[src/rtl/dcache_pkg.sv]
package dcache_pkg;

    // cache geometry, 1 KiB direct mapped
    localparam int line_bytes = 16;
    localparam int num_lines = 64;
    localparam int words_per_line = line_bytes / 4;

    // address split: tag | index | word | byte
    localparam int offset_w = $clog2(line_bytes);
    localparam int word_sel_w = $clog2(words_per_line);
    localparam int index_w = $clog2(num_lines);
    localparam int tag_w = 32 - index_w - offset_w;

    typedef enum logic [1:0] {
        size_byte = 2'd0,
        size_half = 2'd1,
        size_word = 2'd2
    } access_size_e;

    typedef enum logic [1:0] {
        lk_idle,       // waiting for an enable
        lk_respond,    // ready pulse
        lk_wait_miss   // parked until the line is in
    } lookup_state_e;

    typedef enum logic [1:0] {
        ms_idle,
        ms_writeback,
        ms_refill,
        ms_done
    } miss_state_e;

    typedef enum logic [1:0] {
        ap_idle,
        ap_setup,
        ap_access
    } apb_phase_e;

endpackage

[src/rtl/dcache_lookup.sv]
module dcache_lookup (
    input  logic                             clk,
    input  logic                             reset,
    input  logic [31:0]                      addr,
    input  logic                             read_en,
    input  logic                             write_en,
    input  logic [31:0]                      write_data,
    input  dcache_pkg::access_size_e         size,
    input  logic [dcache_pkg::tag_w-1:0]      look_tag,
    input  logic                             look_valid,
    input  logic                             look_dirty,
    input  logic [31:0]                      hit_rdata,
    input  logic                             miss_done,
    output logic [31:0]                      read_data,
    output logic                             hit,
    output logic                             ready,
    output logic [dcache_pkg::index_w-1:0]    look_index,
    output logic                             set_dirty,
    output logic [dcache_pkg::index_w-1:0]    hit_index,
    output logic [dcache_pkg::word_sel_w-1:0] hit_word,
    output logic [3:0]                       hit_byte_en,
    output logic [31:0]                      hit_wdata,
    output logic                             miss_req,
    output logic [dcache_pkg::index_w-1:0]    miss_index,
    output logic [dcache_pkg::tag_w-1:0]      miss_tag,
    output logic [dcache_pkg::tag_w-1:0]      victim_tag,
    output logic                             victim_dirty
);

    dcache_pkg::lookup_state_e state;
    logic [dcache_pkg::tag_w-1:0] tag;
    logic [dcache_pkg::index_w-1:0] index;
    logic [1:0] byte_off;
    logic [3:0] size_mask;
    logic [31:0] shifted;
    logic [31:0] aligned;
    logic tag_match;
    logic serve;

    assign tag      = addr[31 -: dcache_pkg::tag_w];
    assign index    = addr[dcache_pkg::offset_w +: dcache_pkg::index_w];
    assign byte_off = addr[1:0];

    assign look_index = index;
    assign hit_index  = index;
    assign hit_word   = addr[2 +: dcache_pkg::word_sel_w];
    assign tag_match  = look_valid && (look_tag == tag);

    // first pass hit, or the retry once the line has landed
    assign serve = (state == dcache_pkg::lk_idle && (read_en || write_en) && tag_match) ||
                   (state == dcache_pkg::lk_wait_miss && miss_done);

    always_comb begin
        case (size)
            dcache_pkg::size_byte: begin
                size_mask = 4'b0001;
                hit_wdata = {4{write_data[7:0]}};
            end
            dcache_pkg::size_half: begin
                size_mask = 4'b0011;
                hit_wdata = {2{write_data[15:0]}};
            end
            default: begin
                size_mask = 4'b1111;
                hit_wdata = write_data;
            end
        endcase
    end

    assign set_dirty   = serve && write_en;
    assign hit_byte_en = set_dirty ? (size_mask << byte_off) : 4'b0000;

    // shift down and zero-extend
    assign shifted = hit_rdata >> {byte_off, 3'b000};
    assign aligned = shifted & {{8{size_mask[3]}}, {8{size_mask[2]}},
                                {8{size_mask[1]}}, {8{size_mask[0]}}};

    // requester holds addr through the miss, so these stay valid
    assign miss_index   = index;
    assign miss_tag     = tag;
    assign victim_tag   = look_tag;
    assign victim_dirty = look_valid && look_dirty;

    always_ff @(posedge clk or posedge reset) begin
        if (reset) begin
            state    <= dcache_pkg::lk_idle;
            ready    <= 1'b0;
            hit      <= 1'b0;
            miss_req <= 1'b0;
        end else begin
            ready <= 1'b0;
            hit   <= 1'b0;
            case (state)
                dcache_pkg::lk_idle: begin
                    if (serve) begin
                        ready <= 1'b1;
                        hit   <= 1'b1;
                        state <= dcache_pkg::lk_respond;
                    end else if (read_en || write_en) begin
                        miss_req <= 1'b1;
                        state    <= dcache_pkg::lk_wait_miss;
                    end
                end
                dcache_pkg::lk_wait_miss: begin
                    if (miss_done) begin
                        miss_req <= 1'b0;
                        ready    <= 1'b1;  // hit stays low
                        state    <= dcache_pkg::lk_respond;
                    end
                end
                default: state <= dcache_pkg::lk_idle;  // enables ignored here
            endcase
        end
    end

    always_ff @(posedge clk) begin
        if (serve) begin
            read_data <= aligned;
        end
    end

    a_aligned: assert property (
        @(posedge clk) disable iff (reset)
        (read_en || write_en) && state == dcache_pkg::lk_idle |->
            (size == dcache_pkg::size_byte) ||
            (size == dcache_pkg::size_half && !addr[0]) ||
            (size == dcache_pkg::size_word && addr[1:0] == 2'b00)
    );

    a_one_enable: assert property (
        @(posedge clk) disable iff (reset) !(read_en && write_en)
    );

endmodule

[config.mk]
export PLATFORM = sky130hd
export DESIGN_NAME = dcache_lookup
export DESIGN_NICKNAME = d
export VERILOG_FILES = /design/src/rtl/dcache_pkg.sv /design/src/rtl/dcache_lookup.sv
export SDC_FILE = /design/constraint.sdc
export NUM_CORES = 1
export LEC_CHECK = 0
export ABC_AREA = 0
export BUFFER_PORTS_ARGS = -buffer_cell sky130_fd_sc_hd__buf_2
export CELL_PAD_IN_SITES_DETAIL_PLACEMENT = 1
export CELL_PAD_IN_SITES_GLOBAL_PLACEMENT = 1
export CORE_UTILIZATION = 23
export DETAILED_ROUTE_END_ITERATION = 8
export GPL_ROUTABILITY_DRIVEN = 0
export PLACE_DENSITY = 0.82
export SYNTH_ARGS = -nofsm -noshare
export SYNTH_HDL_FRONTEND = slang
export SYNTH_SLANG_ARGS = --single-unit
[constraint.sdc]
create_clock -name clk -period 4.2 [get_ports clk]
set_input_delay 0.84 -clock clk [delete_from_list [all_inputs] [get_ports clk]]
set_output_delay 0.84 -clock clk [all_outputs]
set_load 0.03 [all_outputs]
==> Word-level counts from Yosys, hierarchy flattened <==
Cells that the tools add are included.
W data, S select, Z words.
{ "totals": {"output_inout_bits": 137, "in_bits": 127, "mem_bits_rw": 0, "latch_bits": 0, "word_cells": 43, "regBits": 37, "n_memories": 0, "rom_bits": 0} }
{ "op_classes": {"n_eq_ne": 7, "n_reduce_logical": 13, "mux": 15, "add_sub_neg": 0, "multipliers": 0, "bitwise": 1, "shift": 2, "div_mod_pow": 0, "n_lt_le_gt_ge": 0} }
{ "op_table": {"columns": ["operator", "n"], "rows": [
  ["$pmux W32 S2", 1],
  ["$and A32 B32 Y32", 1],
  ["$shr A32 B5 Y32", 1],
  ["$eq A22 B22 Y1", 1],
  ["$pmux W4 S2", 1],
  ["$logic_and A1 B1 Y1", 6],
  ["$mux W1", 6],
  ["$mux W2", 3],
  ["$logic_not A2 Y1", 2],
  ["$mux W4", 1],
  ["$ne A2 B2 Y1 const B", 2],
  ["$pmux W1 S2", 2],
  ["$pmux W2 S2", 1],
  ["$reduce_and A4 Y1", 1],
  ["$shl A4 B2 Y4", 1],
  ["$ne A3 B2 Y1 const B", 1],
  ["$eq A2 B1 Y1 const B", 1],
  ["$eq A2 B2 Y1 const B", 1],
  ["$logic_or A1 B1 Y1", 2],
  ["$ne A2 B1 Y1 const B", 1],
  ["$reduce_and A2 Y1", 1],
  ["$reduce_bool A2 Y1", 1]
]} }

==> Logic depth before layout (Yosys ltp) <==
Gate-level depths: netlist of run 1.
{ "depth": {"ltp_word": 6, "depth_mapped": 5, "ltp_nobuf": 5} }

==> Worst setup path before layout of run 1 <==
Ideal clock, no wire load.
{ "synth_timing": {"path_kind": "in2reg", "startpoint": "input port addr[27]", "endpoint": "register read_data[0] (enable)", "cell_stages": 4, "slack_ns": -0.382, "setup_time_ns": 0.470, "n_path_buf": 0, "required_ns": 3.730, "arrival_time_ns": 4.112, "path_cell_list": "xnor2_1 -> nand4_1 -> or4_4 -> o31ai_1"} }
{ "synth_via": {"elab_chain_len": 4} }
{ "synth_rtl": {"columns": ["element", "line_no", "rtl"], "rows": [
  ["start, declared", "dcache_lookup.sv:4", "input logic [31:0] addr,"],
  ["$eq A22 B22 Y1", "dcache_lookup.sv:47", "assign tag_match = look_valid && (look_tag == tag);"],
  ["$logic_and A1 B1 Y1", "dcache_lookup.sv:47", null],
  ["$logic_and A1 B1 Y1", "dcache_lookup.sv:50", "assign serve = (state == dcache_pkg::lk_idle && (read_en || write_en) && tag_match) ||"],
  ["$logic_or A1 B1 Y1", "dcache_lookup.sv:50", null],
  ["end signal, assigned", "dcache_lookup.sv:118", "read_data <= aligned;"],
  ["end, declared", "dcache_lookup.sv:14", "output logic [31:0] read_data,"]
]} }
Every way passes these cells.
A chain may end at the register's enable or synchronous reset.

==> Worst setup path after layout of run 1 <==
{ "layout_timing": {"startpoint": "input port addr[27]", "endpoint": "output port hit_byte_en[0]"} }
{ "layout_via": {"elab_chain_len": 6} }
{ "layout_rtl": {"columns": ["element", "line_no", "rtl"], "rows": [
  ["$eq A22 B22 Y1", "dcache_lookup.sv:47", null],
  ["$logic_and A1 B1 Y1", "dcache_lookup.sv:47", null],
  ["$logic_and A1 B1 Y1", "dcache_lookup.sv:50", null],
  ["$logic_or A1 B1 Y1", "dcache_lookup.sv:50", null],
  ["$logic_and A1 B1 Y1", "dcache_lookup.sv:70", "assign set_dirty = serve && write_en;"],
  ["$mux W4", "dcache_lookup.sv:71", "assign hit_byte_en = set_dirty ? (size_mask << byte_off) : 4'b0000;"],
  ["end, declared", "dcache_lookup.sv:21", "output logic [3:0] hit_byte_en,"]
]} }
Every way passes these cells.

==> flow_results.org, run 1 <==
** Outcome
- The flow ran to the end, and the final reports show no timing, DRC or antenna violations.

** STA
- For the final routed database, the setup TNS stands at 0 ps.
- Between clock sinks in the finished design, the worst skew comes to 2.458 ps.
- Worst Max-Slew Pin Slew :: around 600 ps
- Setup violations remaining at the end of the flow were counted as 0.
- Headroom to the max-slew limit came out at 0.6051.
- The total count of hold-check failures in the final report is 0.
- Final critical-path share of the clock period :: 0.8191
- Number of pins with negative max-slew slack in the final report :: 0
- Timing would allow up to around 290 MHz.
- Setup repair after global routing left no endpoint under its margin.
- Clock period minus final worst setup slack :: roughly 3400 ps

** Power and ir drop
- Total power :: around 1.5 mW
- Max IR drop VDD :: 0.1231 mV
- For this design the ratio of total power to cell area is approximately 380 nW/um^2.
- Leakage power figure :: slightly below 2 nW

** Detailed routing
- Detailed routing inserted a total of 2747 vias.
- Dividing the detail-routed wire length by the instance count gives about 17 um.
- Remaining routing DRC violations :: 0
- Routed Antenna Nets :: 0
- The first detailed-routing pass took 4 iterations.
- Using the TritonRoute via totals, the vias-per-cell ratio works out to between 4 and 5.
- The first routing iteration left between 100 and 150 violations.
- The final layout contains routed wiring with a total length of roughly 11000 um.

** Worst setup path
- Worst path required time :: roughly 3400 ps
- CP Launch Type :: input pin
- The worst setup path is of the in2out kind.
- Max stage delay on crit path :: 580 ps
- Arr. time, crit path :: between 2000 and 3000 ps
- Cell chain of the critical path :: buf_2, xnor2_1, nand4_1, or4_4, o31ai_4, and3_1, buf_2
- The largest individual stage delay along the critical path comes from the cell sky130_fd_sc_hd__or4_4.
- Type of element capturing the critical path :: primary output
- Among the stages of the critical path, the cell type that occurs most often is sky130_fd_sc_hd__buf_2.
- The critical path contains buffers and inverters numbering 2 combined.
- Critical path's top delay family :: simple AND/OR/NAND/NOR gates
- In this run the worst path has a maximum fanout of 6.

** Die
- The initialized floorplan defines 40 standard-cell rows.
- roughly 260 I/O pins were placed.
- Width of the die :: ~110 um
- The die covers between 10000 and 15000 sq um.
- The total area inside the core boundary comes to 12210 sq um.
- For this configuration, the core starts out at a cell density of 0.2395.
- The die is 114.8 um tall.

** CTS
- Setup Fix Bufs, Post-CTS :: 0
- TritonCTS created 5 clock buffers.
- TritonCTS clock tree :: yes
- Clock-pin slew was measured on the worst setup and hold paths at 50 ps.
- Once the clock tree was built, the resizer swapped 0 gates to a different size.
- In this run, post-CTS hold repair placed 0 buffers.
- CTS placed an instance of sky130_fd_sc_hd__clkbuf_16 at the clock tree root.
- Clock network latency to the later pin of the worst-skew pair :: about 270 ps
- No sink is reached through more buffers than the 2 on the longest clock path.
- For this design, the sink count on the clock tree is 37.
- The clock tree synthesis step divided the H-tree into 2 levels.

** GRT
- The total overflow left after global routing is 0.
- In the global route stage, overall resource usage came out at 0.1531.
- Initial antenna violation count :: 0
- The first global-routing pass estimated between 15000 and 20000 um of wire.
- The number of global-route vias before repair came to approximately 2.9k.
- Largest net degree at the start of global routing :: 33

** Yosys
- Dominant register cell in the synthesized netlist :: sky130_fd_sc_hd__edfxtp_1
- Number of unique standard cell types used by synthesis :: 30
- Portion of synthesized cell area occupied by the leading cell type :: 0.3285
- Dividing the synthesized area by the synthesized cell count gives between 9 and 10 sq um.
- For this run, asynchronously set or reset flops after synthesis account for 0.1351.
- Top cell types by occurrence after synthesis :: sky130_fd_sc_hd__buf_4, sky130_fd_sc_hd__edfxtp_1, sky130_fd_sc_hd__nor2_1
- The synthesized design contains 37 register bits.
- Count of mapped cells out of synthesis :: 303
- The Yosys step of the flow raised 0 warnings.
- Most numerous cell in the Yosys netlist :: sky130_fd_sc_hd__buf_4
- The cell area that synthesis handed to floorplanning was just under 3000 sq um.
- Largest area contributor in the netlist :: sky130_fd_sc_hd__edfxtp_1
- For this run, the register share of the synthesized area comes to 0.3713.
- EDFF count, synth :: 32
- Post-synth net total :: 430
- Leading cell types by total area after synthesis :: sky130_fd_sc_hd__edfxtp_1, sky130_fd_sc_hd__buf_4, sky130_fd_sc_hd__mux2i_1

** Final layout
- Ratio of cells with drive above 1 in the final layout :: 0.5751
- Antenna cells :: 0
- For this run, the post-layout net count is about 600.
- From synthesis to final layout, the design area changed by 33.83%.

** Place
- HPWL Detailed :: slightly below 9000 um
- Number of buffers inserted by port buffering :: 235

** Job
- Total of max-cap violations :: 0

** Min path
- Type of the tightest min-delay check :: in2async
==> report_power, final <==
group / total [mW] / switching, mW / internal [mW] / leakage, nW
logic: 0.608 / 0.423 / 0.185 / 1.51
clock network: 0.356 / 0.139 / 0.218 / 0.0706
registers: 0.517 / 0.0255 / 0.491 / 0.365
==> registers in the layout, summed over array words and instances, names as in the netlist <==
name       cells
hit            1
ready          1
read_data     32
state          2
miss_req       1
==> final timing paths <==
check                                      end  cells past startpoint  slack, ps  startpoint
min in group clk                      miss_req                      2        530    miss_req
worst max-delay path            hit_byte_en[0]                      7        760    addr[27]
worst min register to register        miss_req                      2        530    miss_req
worst min-delay path                     ready                      2        460       reset
max in group asynchronous             miss_req                      2       3560       reset
worst max register to register    read_data[9]                      5       1890    state[0]
==> cell type report <==
cell class,instances,area (sq um)
Fill cell,1550,8297
Multi-Input combinational cell,178,1251
Timing Repair Buffer,241,1221
Sequential cell,37,1086
Tap cell,168,210.2
Clock buffer,6,128.9
Clock inverter,2,10.01
Inverter,2,7.507
==> through the flow <==
| step | cell area, sq um | setup WS, ps | util | hold WS [ps] | std cells |
|---|---|---|---|---|---|
| global route | 3915 | 689.6 | 0.3206 | 467.8 | 634 |
| floorplan | 2930 | 599.8 | - | 459.0 | 303 |
| global placement | 3776 | 793.1 | 0.3092 | 466.3 | 626 |
| finish | 3915 | 759.7 | 0.3206 | 462.2 | 634 |
| detailed placement | 3776 | 745.5 | 0.3092 | 523.4 | 626 |
| CTS | 3915 | 745.9 | 0.3206 | 459.7 | 634 |
==> layout by cell type, fill, tap and decap left out, types with 5 or more instances in the layout <==
master / n
sky130_fd_sc_hd__mux2_2: 16
sky130_fd_sc_hd__xnor2_1: 5
sky130_fd_sc_hd__clkbuf_16: 5
sky130_fd_sc_hd__edfxtp_1: 32
sky130_fd_sc_hd__nand2_1: 12
sky130_fd_sc_hd__a211oi_1: 8
sky130_fd_sc_hd__dfrtp_1: 5
sky130_fd_sc_hd__buf_2: 235
sky130_fd_sc_hd__xor2_1: 17
sky130_fd_sc_hd__and2_1: 9
sky130_fd_sc_hd__nor2b_1: 9
sky130_fd_sc_hd__nor2_1: 30
sky130_fd_sc_hd__buf_4: 6
sky130_fd_sc_hd__mux2i_1: 24
sky130_fd_sc_hd__o21ai_0: 11
sky130_fd_sc_hd__a21oi_1: 17
==> per-layer routing <==
| metal | vias to the layer above | part of all wire | GRT usage |
|---|---|---|---|
| met5 | - | 0 | 0 |
| met4 | 0 | 0.023 | 0.05281 |
| met3 | 24 | 0.066 | 0.03057 |
| met2 | 130 | 0.54 | 0.3051 |
| met1 | 1294 | 0.37 | 0.1576 |
| li1 | 1299 | - | - |
==> kinds of logic (layout without fill, tap and decap cells) <==
| group | Yosys count | after routing | share of synthesized area |
|---|---|---|---|
| multiplexers | 40 | 40 | 0.1437 |
| AO/OA/AOI/OAI | 41 | 41 | 0.08725 |
| XOR/XNOR | 22 | 22 | 0.06587 |
| AND/OR/NAND/NOR | 75 | 75 | 0.1262 |
| flip-flops | 37 | 37 | 0.3713 |
| buffers and inverters | 88 | 251 | 0.2057 |
Power figures use the tool's default switching activity.
==> run 2, diff against run 1 <==
--- a/config.mk
+++ b/config.mk
@@ -5,14 +5,14 @@
 export SDC_FILE = /design/constraint.sdc
 export NUM_CORES = 1
 export LEC_CHECK = 0
-export ABC_AREA = 0
+export ABC_AREA = 1
 export BUFFER_PORTS_ARGS = -buffer_cell sky130_fd_sc_hd__buf_2
 export CELL_PAD_IN_SITES_DETAIL_PLACEMENT = 1
 export CELL_PAD_IN_SITES_GLOBAL_PLACEMENT = 1
 export CORE_UTILIZATION = 23
 export DETAILED_ROUTE_END_ITERATION = 8
 export GPL_ROUTABILITY_DRIVEN = 0
-export PLACE_DENSITY = 0.82
+export PLACE_DENSITY = 0.83
 export SYNTH_ARGS = -nofsm -noshare
 export SYNTH_HDL_FRONTEND = slang
 export SYNTH_SLANG_ARGS = --single-unit
==> constraint.sdc (replaced) <==
create_clock -name clk -period 3.1 [get_ports clk]
set_input_delay 0.62 -clock clk [delete_from_list [all_inputs] [get_ports clk]]
set_output_delay 0.62 -clock clk [all_outputs]
set_load 0.03 [all_outputs]
==> flow_results.org, run 2 <==
** Die
- After floorplanning, the core was divided into 42 placement rows.
- Measured along the y axis, the die boundary spans approximately 120 um.
- Top-Level Pins :: approximately 260
- Measured along the x axis, the die boundary spans between 100 and 150 um.
- Core Region :: 13450 sq um
- The die covers ~14000 sq um.
- The initial utilization of the core area, before any placement, comes to 0.2392.

** GRT
- The first global-routing pass estimated approximately 17000 um of wire.
- Remaining Overflow, GRT :: 0
- The initial antenna violation count is 0.
- Number of global-route vias before repair :: roughly 3.4k
- Largest net degree at the start of global routing :: 42
- In the global route stage, overall resource usage came out at 0.1502.

** Place
- Summed over all nets, the half-perimeter wirelength after detailed placement is ~9400 um.
- The number of placed instances, taps included, is roughly 790.
- Number of buffers inserted by port buffering :: ~240

** Yosys
- Leading cell types by total area after synthesis :: sky130_fd_sc_hd__edfxtp_1, sky130_fd_sc_hd__buf_4, sky130_fd_sc_hd__nand2_1
- The cell count after synthesis came out at ~460.
- Dividing the synthesized area by the synthesized cell count gives ~6.9 sq um.
- Fraction of registers with async set/reset :: 0.1351
- In this run the cell area of the synthesized design comes to around 3200 sq um.
- During synthesis, Yosys emitted a total of 0 warnings.
- EDFF count, synth :: 32
- Portion of synthesized cell area occupied by the leading cell type :: 0.2986
- In the synthesized netlist the dominant register cell turns out to be sky130_fd_sc_hd__edfxtp_1.
- Of the synthesized area, sequential elements account for 0.3375.
- Counting distinct cell types in the post-synthesis netlist gives 25.
- Flop and latch count out of synthesis :: 37
- Post-synth net total :: ~600
- The biggest area contributor in the post-synthesis netlist is sky130_fd_sc_hd__edfxtp_1.
- Yosys instantiated no cell more often than sky130_fd_sc_hd__nand2_1.
- Top cell types by occurrence after synthesis :: sky130_fd_sc_hd__nand2_1, sky130_fd_sc_hd__buf_4, sky130_fd_sc_hd__inv_1

** CTS
- Setup Fix Bufs, Post-CTS :: 0
- Clock slew at reported path FFs :: ~60 ps
- TritonCTS built the clock tree.
- Counting the buffers created by CTS gives 5.
- Buffers inserted to repair hold after CTS numbered 0.
- CTS-repair resized insts :: 0
- Number of levels the H-tree was split into :: 2
- Longest Clk Path Bufs :: 2
- CTS sink count :: 37
- Clock network latency to the later pin of the worst-skew pair :: 280 ps
- Root buf cell :: sky130_fd_sc_hd__clkbuf_16

** Detailed routing
- Dividing the detail-routed via count by the number of cells gives about 4.4.
- Remaining routing DRC violations :: 0
- In this run, the number of DRC markers left after iteration 0 of detailed routing was roughly 230.
- Vias post-DR :: about 3.5k
- Mean routed wirelength per cell :: roughly 14 um
- Number of detailed-routing iterations run before antenna repair :: 5
- Wires add up to between 10000 and 15000 um.
- Routed Antenna Nets :: 0

** Job
- Total of max-cap violations :: 0

** STA
- Adding up every negative setup slack in the final design gives 0 ps.
- Setup violations remaining at the end of the flow were counted as 0.
- The clock arrives with 3.369 ps of skew.
- RSZ-0062 raised after global routing :: false
- The clock period could shrink to 2556 ps.
- Headroom to the max-slew limit came out at 0.5797.
- Static timing analysis puts the maximum clock frequency at between 300 and 400 MHz.
- Final critical-path share of the clock period :: 0.8244
- Number of pins with negative max-slew slack in the final report :: 0
- The total count of hold-check failures in the final report is 0.
- At the pin with the least slew margin, the transition time is between 600 and 700 ps.

** Worst setup path
- The worst setup path is captured at a primary output.
- Among the stages of the critical path, the cell type that occurs most often is sky130_fd_sc_hd__nor2_2.
- In this run the worst path has a maximum fanout of 5.
- Minimum setup slack among reg-to-reg paths :: 1140 ps
- Cell chain of the critical path :: nor2_2, nand2_1, nor2_2, nand2_1, nor2_2, nand3_2, nand2_2, nand2_2, nor2_1, buf_2
- CP Launch Type :: flip-flop
- Type of the worst setup path :: reg2out
- At the worst endpoint, the arrival time is approximately 1900 ps.
- Max stage delay on crit path :: 390 ps
- On the critical path, the stage with the largest delay is an instance of sky130_fd_sc_hd__dfrtp_1.
- STA puts the critical path data required time at 2480 ps.

** Power and ir drop
- Power spread over the standard cell area amounts to roughly 530 nW/um^2.
- IR analysis of the VDD net gives a maximum drop of approximately 0.25 mV.
- In this run the static leakage power is between 2 and 2.5 nW.

** Final layout
- In the final layout, the registers with the most flip-flops are read_data (32), state (2).
- Biggest register :: read_data
- Leaving out fill and tap cells, the most frequent cells in the layout are sky130_fd_sc_hd__buf_2, sky130_fd_sc_hd__nand2_1, sky130_fd_sc_hd__inv_1.
- The layout has between 1.5k and 2k filler cells.
- Antenna cells :: 0
- Non-filler cells in the finished layout :: approximately 800
- The register with the most flip-flops in the layout has 32 of them.
- Once layout is complete, the utilization of the core stands at 0.3154.
- Number of nets in the layout :: 751
- Commonest non-fill, non-tap cell in the layout :: sky130_fd_sc_hd__buf_2
- Ratio of cells with drive above 1 in the final layout :: 0.4208
- Synth-to-layout area growth :: 31.84%

** Outcome
- Result of the run :: complete, no violations

** Min path
- Type of the tightest min-delay check :: in2async
run 2: changes by cell type in the layout (fill, tap and decap cells not counted), moves of 10 or more:
cell and change:
sky130_fd_sc_hd__o21ai_0 +10, sky130_fd_sc_hd__inv_1 +61, sky130_fd_sc_hd__nand2_1 +130, sky130_fd_sc_hd__mux2i_1 -24, sky130_fd_sc_hd__xor2_1 -16
run 2: path summary, 6_finish.rpt:
kind / cells past startpoint / to / start
min in group clk: 2 / miss_req / miss_req
hold / removal: 2 / hit / reset
setup / recovery: 10 / hit_byte_en[0] / state[0]
hold reg to reg: 2 / miss_req / miss_req
setup reg to reg: 8 / read_data[20] / state[0]
max in group asynchronous: 2 / ready / reset
run 2: final cells by class:
class,instances,area (sq um),share of cell area
multi-input combinational,275,1285,0.3029
timing repair buffer,240,1214,0.2861
sequential,37,1086,0.2560
inverter,65,244.0,0.05751
tap,176,220.2,0.05190
clock buffer,5,125.1,0.02949
clock inverter,3,68.82,0.01622
run 2: power by group:
part,switching (mW),internal [mW]
Combinational,0.618,0.246
Sequential,0.0337,0.667
Clock,0.213,0.464
Total,0.864,1.38
run 2: metrics by stage:
stage                     hold WS [ps]  setup slack (ps)  area (sq um)  total power [mW]
final                            244.1             544.4          4243             2.240
after global routing             251.5             380.5          4243             2.350
after CTS                        253.9             489.3          4243             2.260
after detailed placement         455.5             501.7          4049             1.584
after global placement           452.2             557.0          4049             1.566
after floorplan                  398.5             779.3          3218             1.357
run 2: layer usage:
| metal | global-route usage | part of all wire |
|---|---|---|
| met1 | 0.1816 | 0.40 |
| met2 | 0.2730 | 0.52 |
| met3 | 0.01934 | 0.056 |
| met4 | 0.04938 | 0.019 |
| met5 | 0 | 0 |
run 2: cells by family (layout without fill, tap and decap cells):
group,after synthesis,in the layout,synth area share
AND/OR/NAND/NOR,208,208,0.2589
buffers and inverters,152,313,0.2632
AO/OA/AOI/OAI,58,58,0.1096
flip-flops,37,37,0.3375
multiplexers,8,8,0.02799
XOR/XNOR,1,1,0.002722
run 2: worst max-delay path: cells and delay by family, from the launching register on:
kind / cells / cell delay [ps]
buf+inv: 1 / 210
flops: 1 / 390
simple gates: 9 / 1040
